$ cat config.mk
export PLATFORM = sky130hd
export DESIGN_NAME = dcmp_top
export DESIGN_NICKNAME = d
export VERILOG_FILES = /design/src/logic/dcmp_pkg.sv /design/src/logic/dcmp_word_window.sv /design/src/logic/dcmp_block_ctrl.sv /design/src/logic/dcmp_out_stage.sv /design/src/logic/dcmp_top.sv
export VERILOG_INCLUDE_DIRS = /design/src /design/src/include
export SDC_FILE = /design/constraint.sdc
export NUM_CORES = 1
export LEC_CHECK = 0
export BUFFER_PORTS_ARGS = -buffer_cell sky130_fd_sc_hd__buf_2
export CORE_ASPECT_RATIO = 0.7
export CORE_MARGIN = 1.5
export CORE_UTILIZATION = 56
export CTS_BUF_LIST = sky130_fd_sc_hd__clkbuf_4
export CTS_CLUSTER_DIAMETER = 150
export CTS_CLUSTER_SIZE = 20
export DETAILED_ROUTE_END_ITERATION = 10
export GPL_TIMING_DRIVEN = 1
export PLACE_DENSITY = 0.77
export SLEW_MARGIN = 5
export SYNTH_ARGS = -nofsm -noshare
export SYNTH_HDL_FRONTEND = slang
export SYNTH_HIERARCHICAL = 1
export SYNTH_SLANG_ARGS = --single-unit
export TNS_END_PERCENT = 30
$ cat constraint.sdc
create_clock -name clk -period 7.84 [get_ports clk]
set_input_delay 1.176 -clock clk [delete_from_list [all_inputs] [get_ports clk]]
set_output_delay 1.176 -clock clk [all_outputs]
set_load 0.02 [all_outputs]
$ cat src/include/dcmp_defines.svh
// Width and depth defines for the bitstream decompressor
`ifndef DCMP_DEFINES_SVH
`define DCMP_DEFINES_SVH

// Stream word width, only 16 is supported
`define DCMP_DATA_WIDTH 16

// Window depth in words, sized for the longest header
`define DCMP_WINDOW_WORDS 3

// Header count field, four low bits plus eight high bits
`define DCMP_COUNT_WIDTH 12

// Run counter holds count / 2
`define DCMP_RUN_WIDTH 11

`endif

$ cat src/logic/dcmp_pkg.sv
// Word type, window and run count types, block kind and state enums
`include "dcmp_defines.svh"

package dcmp_pkg;

	// One stream word
	typedef logic [`DCMP_DATA_WIDTH-1:0] word_t;

	// Valid or consumed window words, 0 to 3
	typedef logic [1:0] win_count_t;

	// Remaining output words of a block, minus one
	typedef logic [`DCMP_RUN_WIDTH-1:0] run_count_t;

	// Block kinds from header byte 0 bits 6:4
	typedef enum logic [2:0] {
		kind_zero = 3'b000,
		kind_fill = 3'b010,
		kind_raw  = 3'b101,
		kind_ones = 3'b111
	} dcmp_kind_e;

	// Block controller states
	typedef enum logic [1:0] {
		st_init   = 2'd0,
		st_header = 2'd1,
		st_fill   = 2'd2,
		st_raw    = 2'd3
	} dcmp_state_e;

endpackage

$ cat src/logic/dcmp_word_window.sv
// Three-word input window with multi-word consume
`timescale 1ns/10ps
`include "dcmp_defines.svh"

module dcmp_word_window (
	input  logic                                      clk,
	input  logic                                      nreset,
	input  logic                                      win_clear,
	input  logic                                      sink_valid,
	input  dcmp_pkg::word_t                           sink_data,
	input  dcmp_pkg::win_count_t                      win_take,
	output logic                                      sink_ready,
	output dcmp_pkg::word_t [`DCMP_WINDOW_WORDS-1:0]  win_data,
	output dcmp_pkg::win_count_t                      win_count
);

	localparam dcmp_pkg::win_count_t full_count = dcmp_pkg::win_count_t'(`DCMP_WINDOW_WORDS);

	dcmp_pkg::word_t [`DCMP_WINDOW_WORDS-1:0] next_data;
	dcmp_pkg::win_count_t kept;
	dcmp_pkg::win_count_t count_next;
	logic sink_accept;

	// Room exists if not full, or if words leave in this same cycle
	assign sink_ready = !win_clear && ((win_count < full_count) || (win_take != '0));
	assign sink_accept = sink_valid && sink_ready;

	// Words that stay after this cycle's consume
	assign kept = win_count - win_take;
	assign count_next = kept + dcmp_pkg::win_count_t'(sink_accept);

	// Shift out consumed words, then append the new word behind the kept ones
	always_comb begin
		for (int i = 0; i < `DCMP_WINDOW_WORDS; i++) begin
			next_data[i] = win_data[i];
			if ((i + int'(win_take)) < `DCMP_WINDOW_WORDS) begin
				next_data[i] = win_data[i + int'(win_take)];
			end
			if (sink_accept && (i == int'(kept))) begin
				next_data[i] = sink_data;
			end
		end
	end

	// Payload words
	always_ff @(posedge clk) begin
		win_data <= next_data;
	end

	// Occupancy
	always_ff @(posedge clk) begin
		if (!nreset) begin
			win_count <= '0;
		end else if (win_clear) begin
			win_count <= '0;
		end else begin
			win_count <= count_next;
		end
	end

	// Controller must not consume words that have not arrived
	take_le_count_a: assert property (
		@(posedge clk) disable iff (!nreset)
		win_take <= win_count
	);

	// Occupancy after consume and append stays within the window depth
	count_in_range_a: assert property (
		@(posedge clk) disable iff (!nreset)
		(int'(win_count) - int'(win_take) + int'(sink_accept)) <= `DCMP_WINDOW_WORDS
	);

endmodule

$ cat src/logic/dcmp_block_ctrl.sv
// Block controller with header decode, run counter, fill byte and state machine
`timescale 1ns/10ps
`include "dcmp_defines.svh"

module dcmp_block_ctrl (
	input  logic                                      clk,
	input  logic                                      nreset,
	input  logic                                      enable,
	input  dcmp_pkg::word_t [`DCMP_WINDOW_WORDS-1:0]  win_data,
	input  dcmp_pkg::win_count_t                      win_count,
	input  logic                                      gen_ready,
	output dcmp_pkg::win_count_t                      win_take,
	output logic                                      win_clear,
	output logic                                      gen_valid,
	output dcmp_pkg::word_t                           gen_data
);

	localparam int fill_copies = `DCMP_DATA_WIDTH / 8;

	dcmp_pkg::dcmp_state_e state;
	dcmp_pkg::dcmp_state_e state_next;
	dcmp_pkg::dcmp_kind_e hdr_kind;
	logic hdr_long;
	logic hdr_fill_like;
	logic [`DCMP_COUNT_WIDTH-1:0] hdr_count;
	dcmp_pkg::win_count_t hdr_len;
	logic hdr_ready;
	logic [7:0] fill_byte;
	logic [7:0] fill_next;
	dcmp_pkg::run_count_t run_cnt;
	logic run_done;
	logic gen_fire;

	// Header bytes sit one per word in the low half, byte 1 is the high count
	assign hdr_long = win_data[0][7];
	assign hdr_kind = dcmp_pkg::dcmp_kind_e'(win_data[0][6:4]);
	assign hdr_count = hdr_long ? {win_data[1][7:0], win_data[0][3:0]} :
		{8'h00, win_data[0][3:0]};

	// Kind decode, unknown kinds behave as a fill with the last fill byte
	always_comb begin
		case (hdr_kind)
			dcmp_pkg::kind_zero: begin
				hdr_fill_like = 1'b0;
				fill_next = 8'h00;
			end
			dcmp_pkg::kind_ones: begin
				hdr_fill_like = 1'b0;
				fill_next = 8'hFF;
			end
			dcmp_pkg::kind_raw: begin
				hdr_fill_like = 1'b0;
				fill_next = fill_byte;
			end
			dcmp_pkg::kind_fill: begin
				hdr_fill_like = 1'b1;
				// Fill byte is the last header word
				fill_next = hdr_long ? win_data[2][7:0] : win_data[1][7:0];
			end
			default: begin
				hdr_fill_like = 1'b1;
				fill_next = fill_byte;
			end
		endcase
	end

	// One word, plus one for a long count, plus one for a fill byte
	assign hdr_len = dcmp_pkg::win_count_t'(1) + dcmp_pkg::win_count_t'(hdr_long) +
		dcmp_pkg::win_count_t'(hdr_fill_like);

	// Whole header present in the window
	assign hdr_ready = (state == dcmp_pkg::st_header) && (win_count >= hdr_len);

	assign win_clear = (state == dcmp_pkg::st_init);
	assign run_done = (run_cnt == '0);
	assign gen_fire = gen_valid && gen_ready;

	// Output word and window consume
	always_comb begin
		gen_valid = 1'b0;
		win_take = '0;
		case (state)
			dcmp_pkg::st_header: begin
				if (hdr_ready) begin
					win_take = hdr_len;
				end
			end
			dcmp_pkg::st_fill: begin
				gen_valid = 1'b1;
			end
			dcmp_pkg::st_raw: begin
				gen_valid = (win_count != '0);
				if (gen_valid && gen_ready) begin
					win_take = dcmp_pkg::win_count_t'(1);
				end
			end
			default: begin
				gen_valid = 1'b0;
			end
		endcase
	end

	assign gen_data = (state == dcmp_pkg::st_raw) ? win_data[0] : {fill_copies{fill_byte}};

	// Next state
	always_comb begin
		state_next = state;
		if (!enable) begin
			state_next = dcmp_pkg::st_init;
		end else begin
			case (state)
				dcmp_pkg::st_init: begin
					state_next = dcmp_pkg::st_header;
				end
				dcmp_pkg::st_header: begin
					if (hdr_ready) begin
						if (hdr_kind == dcmp_pkg::kind_raw) begin
							state_next = dcmp_pkg::st_raw;
						end else begin
							state_next = dcmp_pkg::st_fill;
						end
					end
				end
				default: begin
					// Last word of the block goes out at count zero
					if (gen_fire && run_done) begin
						state_next = dcmp_pkg::st_header;
					end
				end
			endcase
		end
	end

	always_ff @(posedge clk) begin
		if (!nreset) begin
			state <= dcmp_pkg::st_init;
		end else begin
			state <= state_next;
		end
	end

	// Run counter and fill byte are loaded together with the header consume
	always_ff @(posedge clk) begin
		if (!nreset) begin
			run_cnt <= '0;
			fill_byte <= 8'h00;
		end else if (hdr_ready) begin
			run_cnt <= hdr_count[`DCMP_COUNT_WIDTH-1:1];
			fill_byte <= fill_next;
		end else if (gen_fire) begin
			run_cnt <= run_cnt - dcmp_pkg::run_count_t'(1);
		end
	end

	// No output before a header has been consumed
	no_gen_in_header_a: assert property (
		@(posedge clk) disable iff (!nreset)
		((state inside {dcmp_pkg::st_init, dcmp_pkg::st_header}) && !hdr_ready)
			|=> !gen_valid
	);

	// An offered word waits unchanged, raw words stay at the window head
	gen_hold_a: assert property (
		@(posedge clk) disable iff (!nreset || !enable)
		(gen_valid && !gen_ready) |=> (gen_valid && $stable(gen_data))
	);

endmodule

$ cat src/logic/dcmp_out_stage.sv
// One-entry registered output stage
`timescale 1ns/10ps

module dcmp_out_stage (
	input  logic            clk,
	input  logic            nreset,
	input  logic            gen_valid,
	input  dcmp_pkg::word_t gen_data,
	input  logic            source_ready,
	output logic            gen_ready,
	output logic            out_valid,
	output dcmp_pkg::word_t out_data
);

	logic gen_fire;

	// Accept when empty or when the held word leaves this cycle
	assign gen_ready = !out_valid || source_ready;
	assign gen_fire = gen_valid && gen_ready;

	always_ff @(posedge clk) begin
		if (!nreset) begin
			out_valid <= 1'b0;
		end else if (gen_fire) begin
			out_valid <= 1'b1;
		end else if (source_ready) begin
			out_valid <= 1'b0;
		end
	end

	// Held word
	always_ff @(posedge clk) begin
		if (gen_fire) begin
			out_data <= gen_data;
		end
	end

	// Stalled word is neither lost nor changed
	out_hold_a: assert property (
		@(posedge clk) disable iff (!nreset)
		(out_valid && !source_ready) |=> (out_valid && $stable(out_data))
	);

endmodule

$ cat src/logic/dcmp_top.sv
// Decompressor top with window, block controller, output stage and enable bypass
`timescale 1ns/10ps
`include "dcmp_defines.svh"

module dcmp_top (
	input  logic            clk,
	input  logic            nreset,
	input  logic            enable,
	input  logic            sink_valid,
	input  dcmp_pkg::word_t sink_data,
	output logic            sink_ready,
	output logic            source_valid,
	output dcmp_pkg::word_t source_data,
	input  logic            source_ready
);

	dcmp_pkg::word_t [`DCMP_WINDOW_WORDS-1:0] win_data;
	dcmp_pkg::win_count_t win_count;
	dcmp_pkg::win_count_t win_take;
	logic win_clear;
	logic win_sink_valid;
	logic win_sink_ready;
	logic gen_valid;
	dcmp_pkg::word_t gen_data;
	logic gen_ready;
	logic stage_ready;
	logic out_valid;
	dcmp_pkg::word_t out_data;

	// Window only sees the sink while decompressing
	assign win_sink_valid = enable && sink_valid;

	// Stage drains while bypassed so no stale word comes out later
	assign stage_ready = source_ready || !enable;

	dcmp_word_window window_i (
		.clk        (clk),
		.nreset     (nreset),
		.win_clear  (win_clear),
		.sink_valid (win_sink_valid),
		.sink_data  (sink_data),
		.win_take   (win_take),
		.sink_ready (win_sink_ready),
		.win_data   (win_data),
		.win_count  (win_count)
	);

	dcmp_block_ctrl ctrl_i (
		.clk       (clk),
		.nreset    (nreset),
		.enable    (enable),
		.win_data  (win_data),
		.win_count (win_count),
		.gen_ready (gen_ready),
		.win_take  (win_take),
		.win_clear (win_clear),
		.gen_valid (gen_valid),
		.gen_data  (gen_data)
	);

	dcmp_out_stage out_i (
		.clk          (clk),
		.nreset       (nreset),
		.gen_valid    (gen_valid),
		.gen_data     (gen_data),
		.source_ready (stage_ready),
		.gen_ready    (gen_ready),
		.out_valid    (out_valid),
		.out_data     (out_data)
	);

	// Bypass passes the stream straight through when enable is low
	assign source_valid = enable ? out_valid : sink_valid;
	assign source_data = enable ? out_data : sink_data;
	assign sink_ready = enable ? win_sink_ready : source_ready;

endmodule

* Yosys cells after proc, flatten, opt, wreduce, memory -nomap -nowiden
Cells that the tools add are included.
** Storage, ports and cells
- Input bits :: 21
- Register bits :: 88
- Output and inout port bits :: 18
** Operators by class
- Bitwise operators :: 1
- Reductions and logical operators :: 34
- Multiplexer cells :: 34
- Magnitude comparators :: 8
- Equality and inequality tests :: 9
- $add $sub $neg :: 7
** Operators by type and width (count)
- 16-bit two-way mux :: 13
- 16-bit binary-select mux with 2-bit select :: 3
- 32-bit by 3-bit less-than comparator with 1-bit output (second input constant) :: 2
- 32-bit by 4-bit less-than comparator with 1-bit output (second input constant) :: 2
- 8-bit case mux with 3 select lines :: 1
- 11-bit two-way mux :: 2
- 2-bit nonzero test :: 7
- 12-bit two-way mux :: 1
- 11-bit logical NOT :: 1
- 11-bit by 1-bit subtractor with 11-bit output (second input constant) :: 1
- 1-bit logical AND :: 10
- 8-bit two-way mux :: 1
- 2-bit case mux with 2 select lines :: 2
- 1-bit two-way mux :: 7
- 3-bit == test (second input constant) :: 2
- 2-bit two-way mux :: 3
- 2-bit AND reduction :: 3
- 3-bit nonzero test :: 2
- 2-bit by 1-bit adder with 2-bit output :: 2
- 2-bit == test (first input constant) :: 2
- 2-bit == test (second input constant) :: 2
- 2-bit logical NOT :: 2
- 2-bit less-than comparator (second input constant) :: 2
- 1-bit by 2-bit adder with 3-bit output (first input constant) :: 1
- 15 further kinds :: 19

* Longest topological paths before layout
Gate-level depths: netlist (run 1).
- Depth in word-level cells :: 14
- Gate-level depth with buffers :: 20

* By module
The synthesis (run 1) kept the hierarchy.
** Modules (own cells, without submodules)
- dcmp_word_window :: times used 1, area each 3135.5 um^2, cells each 241
- dcmp_block_ctrl :: times used 1, area each 1541.5 um^2, cells each 190
- dcmp_out_stage :: times used 1, area each 538.0 um^2, cells each 21
- dcmp_top :: times used 1, area each 305.3 um^2, cells each 22

* Least setup slack after synthesis (run 1)
OpenSTA, ideal clock, no wires.
- Path kind :: reg2reg
- Start point :: register window_i/win_data[4] in the netlist's numbering
- End point :: register window_i/win_data[16] in the netlist's numbering, enable pin
- Cell stages (with the launch flop) :: 19
- Library setup time :: 0.414 ns
- Path slack :: 2.071 ns
- Arrival :: 5.354 ns
- Cells stage by stage :: edfxtp_1 > or3_1 > nand2_1 > ha_1 > inv_1 > ha_1 > nor3b_4 > or3_1 > buf_6 > buf_2 > o22ai_1 > clkbuf_1 > clkinv_1 > clkbuf_1 > ha_1 > clkbuf_1 > buf_2 > nor2_1 > o31ai_1
** On the way
- Longest elaborated chain between the ends :: 14
** Ends and longest elaborated chain
- start: declaration :: line dcmp_word_window.sv:13 : output dcmp_pkg::word_t [`DCMP_WINDOW_WORDS-1:0] win_data,
- start signal: assignment :: line dcmp_word_window.sv:47 : win_data <= next_data;
- 3-bit == test / 3-bit logical NOT (equally long branches) :: line dcmp_block_ctrl.sv:42 : case (hdr_kind)
- 3-bit OR reduction (no source line) (*)
- 1-bit two-way mux (*) :: line dcmp_block_ctrl.sv:42
- 2-bit by 1-bit adder with 2-bit output (*) :: line dcmp_block_ctrl.sv:68 : assign hdr_len = dcmp_pkg::win_count_t'(1) + dcmp_pkg::win_count_t'(hdr_long) +
- 2-bit >= comparator :: line dcmp_block_ctrl.sv:72 : assign hdr_ready = (state == dcmp_pkg::st_header) && (win_count >= hdr_len);
- 1-bit logical AND :: line dcmp_block_ctrl.sv:72
- 2-bit two-way mux (*) :: line dcmp_block_ctrl.sv:84 : if (hdr_ready) begin
- 2-bit case mux with 2 select lines (*) :: line dcmp_block_ctrl.sv:82 : case (state)
- net win_take[0] :: line dcmp_top.sv:19 : dcmp_pkg::win_count_t win_take;
- branches (longest 5 deep; another with 32-bit by 3-bit less-than comparator with 1-bit output)
- 2-bit nonzero test (no source line) (*)
Mark *: on every way through the listed nets, which the timed path passes.
A chain may end at the register's enable or synchronous reset.

* Worst setup path after layout (run 1)
- Start point :: register window_i/win_data[5] in the netlist's numbering
- End point :: output sink_ready
** On the way
- Longest elaborated chain between the ends :: 12
** Ends and longest elaborated chain
- 3-bit == test / 3-bit logical NOT (equally long branches) :: line dcmp_block_ctrl.sv:42
- 3-bit OR reduction (no source line) (*)
- 1-bit two-way mux (*) :: line dcmp_block_ctrl.sv:42
- 2-bit by 1-bit adder with 2-bit output (*) :: line dcmp_block_ctrl.sv:68
- 2-bit >= comparator :: line dcmp_block_ctrl.sv:72
- 1-bit logical AND :: line dcmp_block_ctrl.sv:72
- 2-bit two-way mux (*) :: line dcmp_block_ctrl.sv:84
- 2-bit case mux with 2 select lines (*) :: line dcmp_block_ctrl.sv:82
- net win_take[0] :: line dcmp_top.sv:19
- 2-bit nonzero test (*) :: line dcmp_word_window.sv:25 : assign sink_ready = !win_clear && ((win_count < full_count) || (win_take != '0));
- 1-bit logical OR (*) :: line dcmp_word_window.sv:25
- 1-bit logical AND (*) :: line dcmp_word_window.sv:25
- net win_sink_ready :: line dcmp_top.sv:22 : logic win_sink_ready;
- 1-bit two-way mux (*) :: line dcmp_top.sv:75 : assign sink_ready = enable ? win_sink_ready : source_ready;
- end: declaration :: line dcmp_top.sv:11 : output logic sink_ready,
Mark *: on every way through the listed nets, which the timed path passes. The rest lies on a longest branch.

==> results of run 1 <==
[critical path: stages, from the launching register on]
cell	delay, ns
sky130_fd_sc_hd__edfxtp_1	0.61
sky130_fd_sc_hd__or3_1	0.42
sky130_fd_sc_hd__nand2_1	0.10
sky130_fd_sc_hd__ha_1	0.19
sky130_fd_sc_hd__inv_1	0.06
sky130_fd_sc_hd__ha_1	0.31
sky130_fd_sc_hd__nor3b_4	0.06
sky130_fd_sc_hd__or3_1	0.63
sky130_fd_sc_hd__o22ai_4	0.25
sky130_fd_sc_hd__buf_4	0.46
sky130_fd_sc_hd__clkinv_1	0.62
sky130_fd_sc_hd__ha_1	0.43
sky130_fd_sc_hd__and3_1	0.25
sky130_fd_sc_hd__nor2_1	0.15
sky130_fd_sc_hd__mux2_4	0.16
sky130_fd_sc_hd__buf_2	0.15
[synthesized netlist by cell type (all sizes together) (2+ instances only)]
| cell type | instances |
|---|---|
| and4bb | 2 |
| nand3 | 4 |
| o2bb2ai | 4 |
| mux2i | 54 |
| or3b | 5 |
| nand2 | 61 |
| dfxtp | 24 |
| a21oi | 7 |
| nor2 | 26 |
| buf | 13 |
| and3b | 2 |
| nor3 | 8 |
| nand3b | 6 |
| and2 | 3 |
| nor3b | 5 |
| xnor2 | 6 |
| clkbuf | 14 |
| edfxtp | 64 |
| inv | 12 |
| nand2b | 16 |
| o211a | 8 |
| or2 | 2 |
| or4 | 2 |
| a2111oi | 2 |
| o211ai | 3 |
| o21ai | 14 |
| or3 | 2 |
| nor4 | 5 |
| ha | 10 |
| mux2 | 74 |
[per-layer routing]
layer  GRT usage  vias up  part of all wire  wire, µm
li1            -     1794                 -         -
met1       0.370     1877              0.44      5950
met5           0        -                 0         0
met2       0.423      157              0.47      6250
met4      0.0791        0             0.015       200
met3      0.0592       16             0.074       991
[sequential cells by signal, summed over array words and instances, names as in the netlist]
signal,cells
ctrl_i/fill_byte,8
ctrl_i/run_cnt,11
ctrl_i/state,2
out_i/out_data,16
out_i/out_valid,1
window_i/win_count,2
window_i/win_data,48
[path summary, 6_finish.rpt]
kind / from / end / cells after the start
worst max-delay path: window_i/win_data[5] / sink_ready / 15
worst min-delay path: ctrl_i/fill_byte[3] / ctrl_i/fill_byte[3] / 1
worst max register to register: window_i/win_data[5] / window_i/win_data[22] / 15
worst min register to register: ctrl_i/fill_byte[3] / ctrl_i/fill_byte[3] / 1
[per-stage QoR]
| stage | util | area [µm²] |
|---|---|---|
| final | 0.608 | 5860 |
| after global routing | 0.608 | 5860 |
| after CTS | 0.608 | 5860 |
| after detailed placement | 0.596 | 5750 |
| after global placement | 0.596 | 5750 |
| after floorplan | - | 5520 |
[final cells by class]
class | count | area (µm²) | share of cell area
Multi-Input combinational cell | 346 | 2910 | 0.496
Inverter | 13 | 48.8 | 0.00833
Sequential cell | 88 | 2400 | 0.410
Timing Repair Buffer | 43 | 228 | 0.0389
Clock buffer | 14 | 105 | 0.0179
Tap cell | 128 | 160 | 0.0273
Clock inverter | 2 | 8.76 | 0.00149
[where the power goes]
part	internal, mW	switching, mW	total, mW
clock	0.0821	0.146	0.228
sequential	0.684	0.142	0.827
combinational	0.344	0.363	0.706
total	1.11	0.651	1.76
[placed cells by master (no fill, tap or decap), drive strengths merged, types with 8 or more instances in the layout]
cell	n
clkbuf	14
nor3	8
o21ai	14
edfxtp	64
dfxtp	24
o211a	8
buf	43
mux2i	54
mux2	74
nand2	61
ha	10
nor2	26
nand2b	16
inv	12
[cells by family (layout without fill, tap and decap cells)]
logic type | after synthesis | count (layout) | synth area share
fa+ha+maj | 10 | 10 | 0.0227
buf+inv | 40 | 72 | 0.0419
compound gates | 45 | 45 | 0.0617
flops | 88 | 88 | 0.435
simple gates | 155 | 155 | 0.162
mux | 128 | 128 | 0.261
xor+xnor | 8 | 8 | 0.0154
==> metrics.yaml, run 1 <==
yosys.cell_types.count: 64
placed_cells_incl_taps: 618
post_cts_resized: 0
cp-end-kind: "output pin"
vdd_ir_drop_max_mv: 0.144
floorplan.die.width_um: 122
async_reset_ff_frac: 0
power.density_cell_area_nw_per_um2: 300
max_freq_mhz: 154
detail_route.iter0.violations: 479
routed_wirelength_um: 13400
viasPerCell: 6.06
grt_overflow: 0
arrival_ns: 5.30
drt_pass1_iterations: 5
per_instance_average_area_after_synthesis_um2: 11.6
synth.net_count: 505
report.final.hold_viol_count: 0
fp.dieArea_um2: 10500
post_cts.repair.setup_buffers: 0
outcome: "complete, no violations"
fin_total_pwr_mw: 1.76
final-setup-viol-count: 0
slew_viol_final: 0
pre_cts_ws_ns: 1.67
cap_violations: 0
criticalPathCategory: "register to output pin"
synth_seq_area_share: 0.435
detailed_place_hpwl_um: 9210
drtAntennaViolNets: 0
timing.critical_path.required_ns: 6.66
nNetsFinal: 532
drive_gt1_frac: 0.324
tritoncts_buffers: 9
synth.yosys.warnings: 6
gp_routability_congestion: 0.875
synthesis.instances: 474
area_fraction_of_the_dominant_cell_type_after_synthesis: 0.348
setup_slack_ns: 1.36
synth-edff-count: 64
grt_setup_unrepaired: "false"
die-height_um: 86.1
post-route-drc-count: 0
first_global_vias: 3739
max-clock-path-buffers: 2
flow.area_growth_from_synthesis_pct: 6.16
critical_path_peak_fanout: 41
ctsRootBufferMaster: "sky130_fd_sc_hd__clkbuf_4"
nFillCells: 806
r2r_slack_ns: 1.62
grt_max_degree: 42
first_pass_grt_wire_length_um: 20800
floorplan.core_area_um2: 9650
pin_count: 39
antenna_found_initial: 0
cts-hold-fix-buffers: 0
tritoncts: "done"
routedWlPerCell_um: 21.1
total_routing_usage_gr: 0.267
h-tree-depth: 3
buffer_ports.inserted: 38
cellLeakagePower_nw: 2.40
relSlewSlack: 0.365
mappedNetlistArea_um2: 5520
finalNonFillerCells: 634
ys_top_cells_by_area: "sky130_fd_sc_hd__edfxtp_1, sky130_fd_sc_hd__mux2_2, sky130_fd_sc_hd__mux2i_1"
holdWs_ns: 0.513
setup.worst_path.start_class: "register"
start_util: 0.572
synth_top_cell_by_area: "sky130_fd_sc_hd__edfxtp_1"
placement_rows: 30
insertion_delay_ns: 0.45
insertedDiodeCount: 0
final.min_clock_period_ns: 6.48
cts.reportedPaths.clkPinSlew_ns: 0.11
finalSetupTns_ns: 0
portion_of_the_clock_cycle_consumed_by_the_worst_path_in_the_final_layout: 0.826
synth_ff_type: "sky130_fd_sc_hd__edfxtp_1"
fin_skew_ns: 0.0167
clock-sinks: 88
ys_ff_latch: 88
hold_crit_class: "register to register"
worst-slew-pin-transition_ns: 0.952
dr_total_vias: 3844
Power figures use the tool's default switching activity.
==> run 2, diff against run 1 <==
Settings changed: PLACE_DENSITY 0.77 to 0.8.
Clock period 7.84 ns to 5.7 ns, I/O delays scaled along.
==> run 2 against run 1 <==
Critical path depth decreased by 2. Clock skew is 0.0018 ns higher. Sequential cell count unchanged. Sequential share of layout area down 0.46 points. Utilization up 0.69 points. Global-route usage is 0.39 points higher. Combinational power increased by 38%. Power up 40%. Setup slack got worse by 0.99 ns. Critical endpoint unchanged.
==> metrics.yaml, run 2 (synthesis results as in run 1) <==
outcome: "complete, no violations"
finalSetupTns_ns: 0  # unchanged
buffer_ports.inserted: 38  # unchanged
insertedDiodeCount: 0  # unchanged
grt_max_degree: 40  # -4.8%
start_util: 0.572  # unchanged
number_of_flip_flops_under_the_largest_register_name: 48  # unchanged
insertion_delay_ns: 0.45  # about the same
portion_of_the_clock_cycle_consumed_by_the_worst_path_in_the_final_layout: 0.934
cts.reportedPaths.clkPinSlew_ns: 0.13  # +0.02 ns
routedWlPerCell_um: 21.0  # -0.42%
criticalPathCategory: "register to output pin"
first_global_vias: 3836  # +2.6%
tritoncts_buffers: 9  # unchanged
cp-end-kind: "output pin"
die-height_um: 86.1  # unchanged
r2r_end: "window_i/win_data[17]"
ctsRootBufferMaster: "sky130_fd_sc_hd__clkbuf_4"
viasPerCell: 6.06  # -0.11%
cellLeakagePower_nw: 2.43  # +1.3%
r2r_slack_ns: 0.80  # -0.82 ns
min-delay-start: "ctrl_i/run_cnt[1]"
timing.critical_path.required_ns: 4.85  # -1.81 ns
worst_hold_path.endpoint: "ctrl_i/run_cnt[1]"
detailed_place_hpwl_um: 9470  # +2.8%
grt_overflow: 0  # unchanged
final-setup-viol-count: 0  # unchanged
tritoncts: "done"
max_freq_mhz: 188
cap_violations: 0  # unchanged
most_common_cell_after_layout_fill_and_taps_aside: "sky130_fd_sc_hd__edfxtp_1"
drive_gt1_frac: 0.330  # +0.00597
drtAntennaViolNets: 0  # unchanged
grt_setup_unrepaired: "false"
vdd_ir_drop_max_mv: 0.206  # +43%
r2r-start: "window_i/win_data[7]"
detail_route.iter0.violations: 333  # -30%
fin_skew_ns: 0.0185  # +0.00183 ns
largest-register: "window_i/win_data"
holdWs_ns: 0.518  # +0.00455 ns
placement_rows: 30  # unchanged
nNetsFinal: 538  # +1.1%
gp_routability_congestion: 0.878  # +0.43%
h-tree-depth: 3  # unchanged
fp.dieArea_um2: 10500  # unchanged
pin_count: 39  # unchanged
floorplan.die.width_um: 122  # unchanged
post-route-drc-count: 0  # unchanged
cts-hold-fix-buffers: 0  # unchanged
post_cts_resized: 0  # unchanged
final.min_clock_period_ns: 5.33
max-clock-path-buffers: 2  # unchanged
power.density_cell_area_nw_per_um2: 415  # +38%
worst-slew-pin-transition_ns: 0.803  # -0.149 ns
dr_total_vias: 3876  # +0.83%
hold_crit_class: "register to register"
clock-sinks: 88  # unchanged
total_routing_usage_gr: 0.271  # +0.00389
report.final.hold_viol_count: 0  # unchanged
hold-path-cell-count: 2  # +1
critical_path_peak_fanout: 18  # -56%
relSlewSlack: 0.460  # +0.0950
post_cts.repair.setup_buffers: 0  # unchanged
worst_r2r_path_depth: 14  # -1
slew_viol_final: 0  # unchanged
setup.worst_path.start_class: "register"
floorplan.core_area_um2: 9650  # unchanged
routed_wirelength_um: 13500  # +0.52%
fin_total_pwr_mw: 2.46  # +40%
flow.area_growth_from_synthesis_pct: 7.37
reg.largest.list: "window_i/win_data x48, out_i/out_data x16, ctrl_i/run_cnt x11"
first_pass_grt_wire_length_um: 21000  # +0.89%
drt_pass1_iterations: 5  # unchanged
arrival_ns: 4.47  # -0.83 ns
most-common-layout-cells: "sky130_fd_sc_hd__edfxtp_1, sky130_fd_sc_hd__nand2_1, sky130_fd_sc_hd__mux2_2"
antenna_found_initial: 0  # unchanged
nFillCells: 747  # -7.3%
-- run 2: cell types whose count changed in the layout (fill, tap and decap cells not counted) --
cell | previous run | this run
sky130_fd_sc_hd__bufinv_16 | 0 | 1
sky130_fd_sc_hd__clkbuf_4 | 14 | 12
sky130_fd_sc_hd__clkinv_1 | 2 | 3
sky130_fd_sc_hd__clkinv_2 | 1 | 0
sky130_fd_sc_hd__clkinvlp_4 | 0 | 1
sky130_fd_sc_hd__buf_4 | 5 | 11
-- run 2: how the worst max path moves through the flow --
stage	from	endpoint	cells after the start
floorplan	window_i/win_data[4]	window_i/win_data[16]	18
global placement	window_i/win_data[5]	sink_ready	14
detailed placement	window_i/win_data[5]	window_i/win_data[17]	15
CTS	window_i/win_data[5]	sink_ready	14
global route	window_i/win_data[5]	sink_ready	14
finish	window_i/win_data[7]	sink_ready	13
-- run 2: worst max-delay path, stage by stage, from the launching register on --
cell and delay (ns):
sky130_fd_sc_hd__edfxtp_1 0.74, sky130_fd_sc_hd__inv_1 0.17, sky130_fd_sc_hd__ha_1 0.38, sky130_fd_sc_hd__inv_1 0.07, sky130_fd_sc_hd__ha_1 0.31, sky130_fd_sc_hd__nor3b_4 0.27
sky130_fd_sc_hd__or3_1 0.59, sky130_fd_sc_hd__nor2_2 0.09, sky130_fd_sc_hd__inv_2 0.41, sky130_fd_sc_hd__ha_1 0.24, sky130_fd_sc_hd__and3_1 0.26, sky130_fd_sc_hd__nor2_1 0.09
sky130_fd_sc_hd__mux2_4 0.26, sky130_fd_sc_hd__buf_2 0.16
-- run 2: layout make-up --
| type | instances | area (µm²) | area share |
|---|---|---|---|
| Sequential cell | 88 | 2400 | 0.405 |
| Tap cell | 128 | 160 | 0.0270 |
| Timing Repair Buffer | 49 | 273 | 0.0460 |
| Clock buffer | 12 | 90.1 | 0.0152 |
| Multi-Input combinational cell | 346 | 2910 | 0.491 |
| Inverter | 13 | 48.8 | 0.00823 |
| Clock inverter | 4 | 45.0 | 0.00760 |
-- run 2: where the power goes --
| group | total [mW] | switching (mW) | internal, mW |
|---|---|---|---|
| logic | 0.972 | 0.497 | 0.475 |
| registers | 1.13 | 0.190 | 0.941 |
| clock network | 0.357 | 0.211 | 0.146 |
| total | 2.46 | 0.897 | 1.56 |
-- run 2: stage by stage --
stage / setup slack [ns] / std cells / util / area [µm²]
global route: 0.0786 / 640 / 0.614 / 5930
finish: 0.374 / 640 / 0.614 / 5930
global placement: 1.02 / 624 / 0.600 / 5790
CTS: 0.378 / 640 / 0.614 / 5930
detailed placement: 0.890 / 624 / 0.600 / 5790
floorplan: 0.416 / 474 / - / 5530
-- run 2: routing by layer --
layer  track usage  share of wire  vias to the layer above
met5             0              0                        -
met4        0.0984          0.022                        0
met3        0.0559          0.054                       21
met2         0.420           0.45                      137
met1         0.378           0.47                     1921
li1              -              -                     1797
==> run 3, diff against run 2 <==
Settings changed: CAP_MARGIN from default to 10, SYNTH_HIERARCHICAL 1 to default.
==> run 3 against run 2 <==
Critical path depth grew 2. Combinational power shrank 0.8%. Clock-buffer cell count shrank 3. Area after synthesis decreased by 4.9%. Via count up 19%. Worst hold slack improved by 0.0012 ns. Critical endpoint unchanged. Power decreased by 1.2%. First-iteration DRC count up 87%. Setup slack better by 0.34 ns.
==> metrics.yaml, run 3 <==
per_instance_average_area_after_synthesis_um2: 9.76  # -16%
power.density_cell_area_nw_per_um2: 427  # +2.9%
antenna_found_initial: 0  # unchanged
pre_cts_ws_ns: 0.883  # -0.00609 ns
die-height_um: 84.0  # -2.4%
nNetsFinal: 592  # +10%
hold-path-cell-count: 1  # -1
max-clock-path-buffers: 2  # unchanged
drtAntennaViolNets: 0  # unchanged
outcome: "complete, no violations"
cell_family_contributing_the_most_delay_on_the_critical_path: "simple AND/OR/NAND/NOR gates"
viasPerCell: 6.67  # +10%
placed_cells_incl_taps: 675  # +8.2%
setup.worst_path.start_class: "register"
timing.critical_path.buf_inv: 5  # +1
cp-end-kind: "output pin"
synth_top_cell_by_area: "sky130_fd_sc_hd__edfxtp_1"
r2r_slack_ns: 0.76  # -0.04 ns
crit_path_frequent_cell: "sky130_fd_sc_hd__ha_1"
grt_setup_unrepaired: "false"
first_global_vias: 4403  # +15%
nFillCells: 740  # -0.94%
synth_ff_type: "sky130_fd_sc_hd__edfxtp_1"
synth.yosys.warnings: 0  # -6
mappedNetlistArea_um2: 5250  # -4.9%
final.min_clock_period_ns: 4.99  # -0.338 ns
r2r-start: "window_i.win_data[6]"
multiInputGateArea_um2: 2650  # -8.8%
most-common-layout-cells: "sky130_fd_sc_hd__nand2_1, sky130_fd_sc_hd__edfxtp_1, sky130_fd_sc_hd__a21oi_1"
start_util: 0.579  # +0.00665
min-delay-start: "ctrl_i.run_cnt[0]"
detail_route.iter0.violations: 623  # +87%
largest-register: "window_i.win_data"
setup_slack_ns: 0.711  # +0.338 ns
arrival_ns: 4.13  # -0.34 ns
portion_of_the_clock_cycle_consumed_by_the_worst_path_in_the_final_layout: 0.875  # -0.0592
detailed_place_hpwl_um: 9610  # +1.5%
first_pass_grt_wire_length_um: 23500  # +12%
clock_power_share: 0.147  # +0.002
drt_pass1_iterations: 6  # +1
flow.area_growth_from_synthesis_pct: 8.43
timing.critical_path.required_ns: 4.85  # about the same
synth.most_common_cell: "sky130_fd_sc_hd__nand2_1"
routed_wirelength_um: 14900  # +11%
gp_routability_congestion: 0.903  # +2.7%
placement_rows: 29  # -3.3%
max_freq_mhz: 200  # +6.8%
tritoncts_buffers: 9  # unchanged
final_core_utilization: 0.628  # +0.0133
seq_power_share: 0.456  # -0.004
cap_violations: 0  # unchanged
layout.area.seq_um2: 2400  # unchanged
worst-slew-pin-transition_ns: 1.10  # +0.297 ns
routedWlPerCell_um: 21.6  # +2.6%
p_int_mw: 1.51  # -3.6%
netSwitchingFraction: 0.381  # +0.0158
floorplan.core_area_um2: 9070  # -6.0%
timing.critical_path.cells: "or2_2 -> o21ai_0 -> ha_1 -> inv_1 -> ha_1 -> or3b_1 -> nand3_1 -> buf_4 -> o21ai_2 -> buf_4 -> inv_2 -> ha_1 -> nand3_1 -> a22o_1 -> buf_2"
ys_ff_latch: 88  # unchanged
clock-sinks: 88  # unchanged
insertedDiodeCount: 0  # unchanged
drive_gt1_frac: 0.249  # -0.0814
finalNonFillerCells: 691  # +8.0%
tritoncts: "done"
synthTopCellsByCount: "sky130_fd_sc_hd__nand2_1, sky130_fd_sc_hd__edfxtp_1, sky130_fd_sc_hd__a21oi_1, sky130_fd_sc_hd__mux2_2, sky130_fd_sc_hd__nor2_1"
cts.reportedPaths.clkPinSlew_ns: 0.16  # +0.03 ns
worst_hold_path.endpoint: "ctrl_i.run_cnt[0]"
total_routing_usage_gr: 0.305  # +0.0340
critical_path_peak_fanout: 34  # +16
fp.dieArea_um2: 9980  # -4.7%
hold_crit_class: "register to register"
h-tree-depth: 3  # unchanged
r2r_end: "window_i.win_data[3]"
cts-hold-fix-buffers: 0  # unchanged
cellLeakagePower_nw: 2.16  # -11%
worst_r2r_path_depth: 16  # +2
ys_top_cells_by_area: "sky130_fd_sc_hd__edfxtp_1, sky130_fd_sc_hd__dfxtp_1, sky130_fd_sc_hd__mux2_2"
area_fraction_of_the_dominant_cell_type_after_synthesis: 0.366  # +0.0178
floorplan.die.width_um: 119  # -2.4%
post-route-drc-count: 0  # unchanged
dr_total_vias: 4607  # +19%
grt_max_degree: 35  # -13%
synth.net_count: 568  # +12%
buffer_ports.inserted: 38  # unchanged
async_reset_ff_frac: 0  # unchanged
synthesis.instances: 538  # +14%
slew_viol_final: 0  # unchanged
yosys.cell_types.count: 53  # -17%
post_dp_cell_area_um2: 5570  # -3.9%
insertion_delay_ns: 0.47  # +0.02 ns
synth-edff-count: 64  # unchanged
final-setup-viol-count: 0  # unchanged
grt_overflow: 0  # unchanged
timing.critical_path.slowest_cell_delay_ns: 0.51  # -0.23 ns
holdWs_ns: 0.519  # +0.00121 ns
timing.critical_path.slowest_stage_cell: "sky130_fd_sc_hd__edfxtp_1"
most_common_cell_after_layout_fill_and_taps_aside: "sky130_fd_sc_hd__nand2_1"
relSlewSlack: 0.267  # -0.194
report.final.hold_viol_count: 0  # unchanged
pin_count: 39  # unchanged
criticalPathCategory: "register to output pin"
vdd_ir_drop_max_mv: 0.244  # +18%
reg.largest.list: "window_i.win_data x48, out_i.out_data x16, ctrl_i.run_cnt x11"
post_cts.repair.setup_buffers: 0  # unchanged
final_design_area_no_fill_um2: 5690  # -3.9%
fin_total_pwr_mw: 2.43  # -1.2%
p_comb_frac: 0.397  # +0.002
post_cts_resized: 0  # unchanged
synth_seq_area_share: 0.457  # +0.0223
fin_skew_ns: 0.0210  # +0.00249 ns
ctsRootBufferMaster: "sky130_fd_sc_hd__clkbuf_4"
finalSetupTns_ns: 0  # unchanged
number_of_flip_flops_under_the_largest_register_name: 48  # unchanged
p_sw_uw: 925  # +3.1%
[run 3: changes by cell type after synthesis, moves of 17 or more]
cell,delta
sky130_fd_sc_hd__mux2i_1,-38
sky130_fd_sc_hd__nand2_1,+22
sky130_fd_sc_hd__o31ai_1,+17
sky130_fd_sc_hd__nand3_1,+17
sky130_fd_sc_hd__a21oi_1,+43
sky130_fd_sc_hd__mux2_4,-18
[run 3: logic make-up (layout without fill, tap and decap cells)]
| kind of cell | Yosys count | count (layout) | share of synthesized area |
|---|---|---|---|
| compound gates | 158 | 158 | 0.208 |
| xor+xnor | 4 | 4 | 0.00667 |
| fa+ha+maj | 9 | 9 | 0.0214 |
| buf+inv | 54 | 83 | 0.0415 |
| flops | 88 | 88 | 0.457 |
| mux | 57 | 57 | 0.118 |
| simple gates | 168 | 168 | 0.146 |
[run 3: area by class of cell]
class                           count  area share
Clock inverter                      7      0.0108
Multi-Input combinational cell    396       0.466
Timing Repair Buffer               53      0.0532
Inverter                           14     0.00923
Sequential cell                    88       0.422
Clock buffer                        9      0.0119
Tap cell                          124      0.0272
[run 3: layer usage]
| metal | wire [µm] | track usage | part of all wire | vias to the layer above |
|---|---|---|---|---|
| met4 | 378 | 0.103 | 0.025 | 0 |
| li1 | - | - | - | 2060 |
| met2 | 6420 | 0.449 | 0.43 | 302 |
| met3 | 1760 | 0.0881 | 0.12 | 40 |
| met1 | 6350 | 0.432 | 0.43 | 2205 |
| met5 | 0 | 0 | 0 | - |
[run 3: how the worst max path moves through the flow]
stage,from,end,cells past startpoint
floorplan,window_i.win_data[7],window_i.win_data[16],16
global placement,window_i.win_data[6],window_i.win_data[3],16
detailed placement,window_i.win_data[6],window_i.win_data[3],16
CTS,window_i.win_data[6],sink_ready,15
global route,window_i.win_data[6],window_i.win_data[1],16
finish,window_i.win_data[6],sink_ready,15
[run 3: power groups by stage]
stage               clock (mW)  sequential [mW]  combinational, mW
CTS                      0.357             1.10              0.945
floorplan                    0             1.05              0.726
finish                   0.358             1.11              0.964
detailed placement           0             1.11              0.936
global route             0.383             1.13               1.05
global placement             0             1.11              0.893
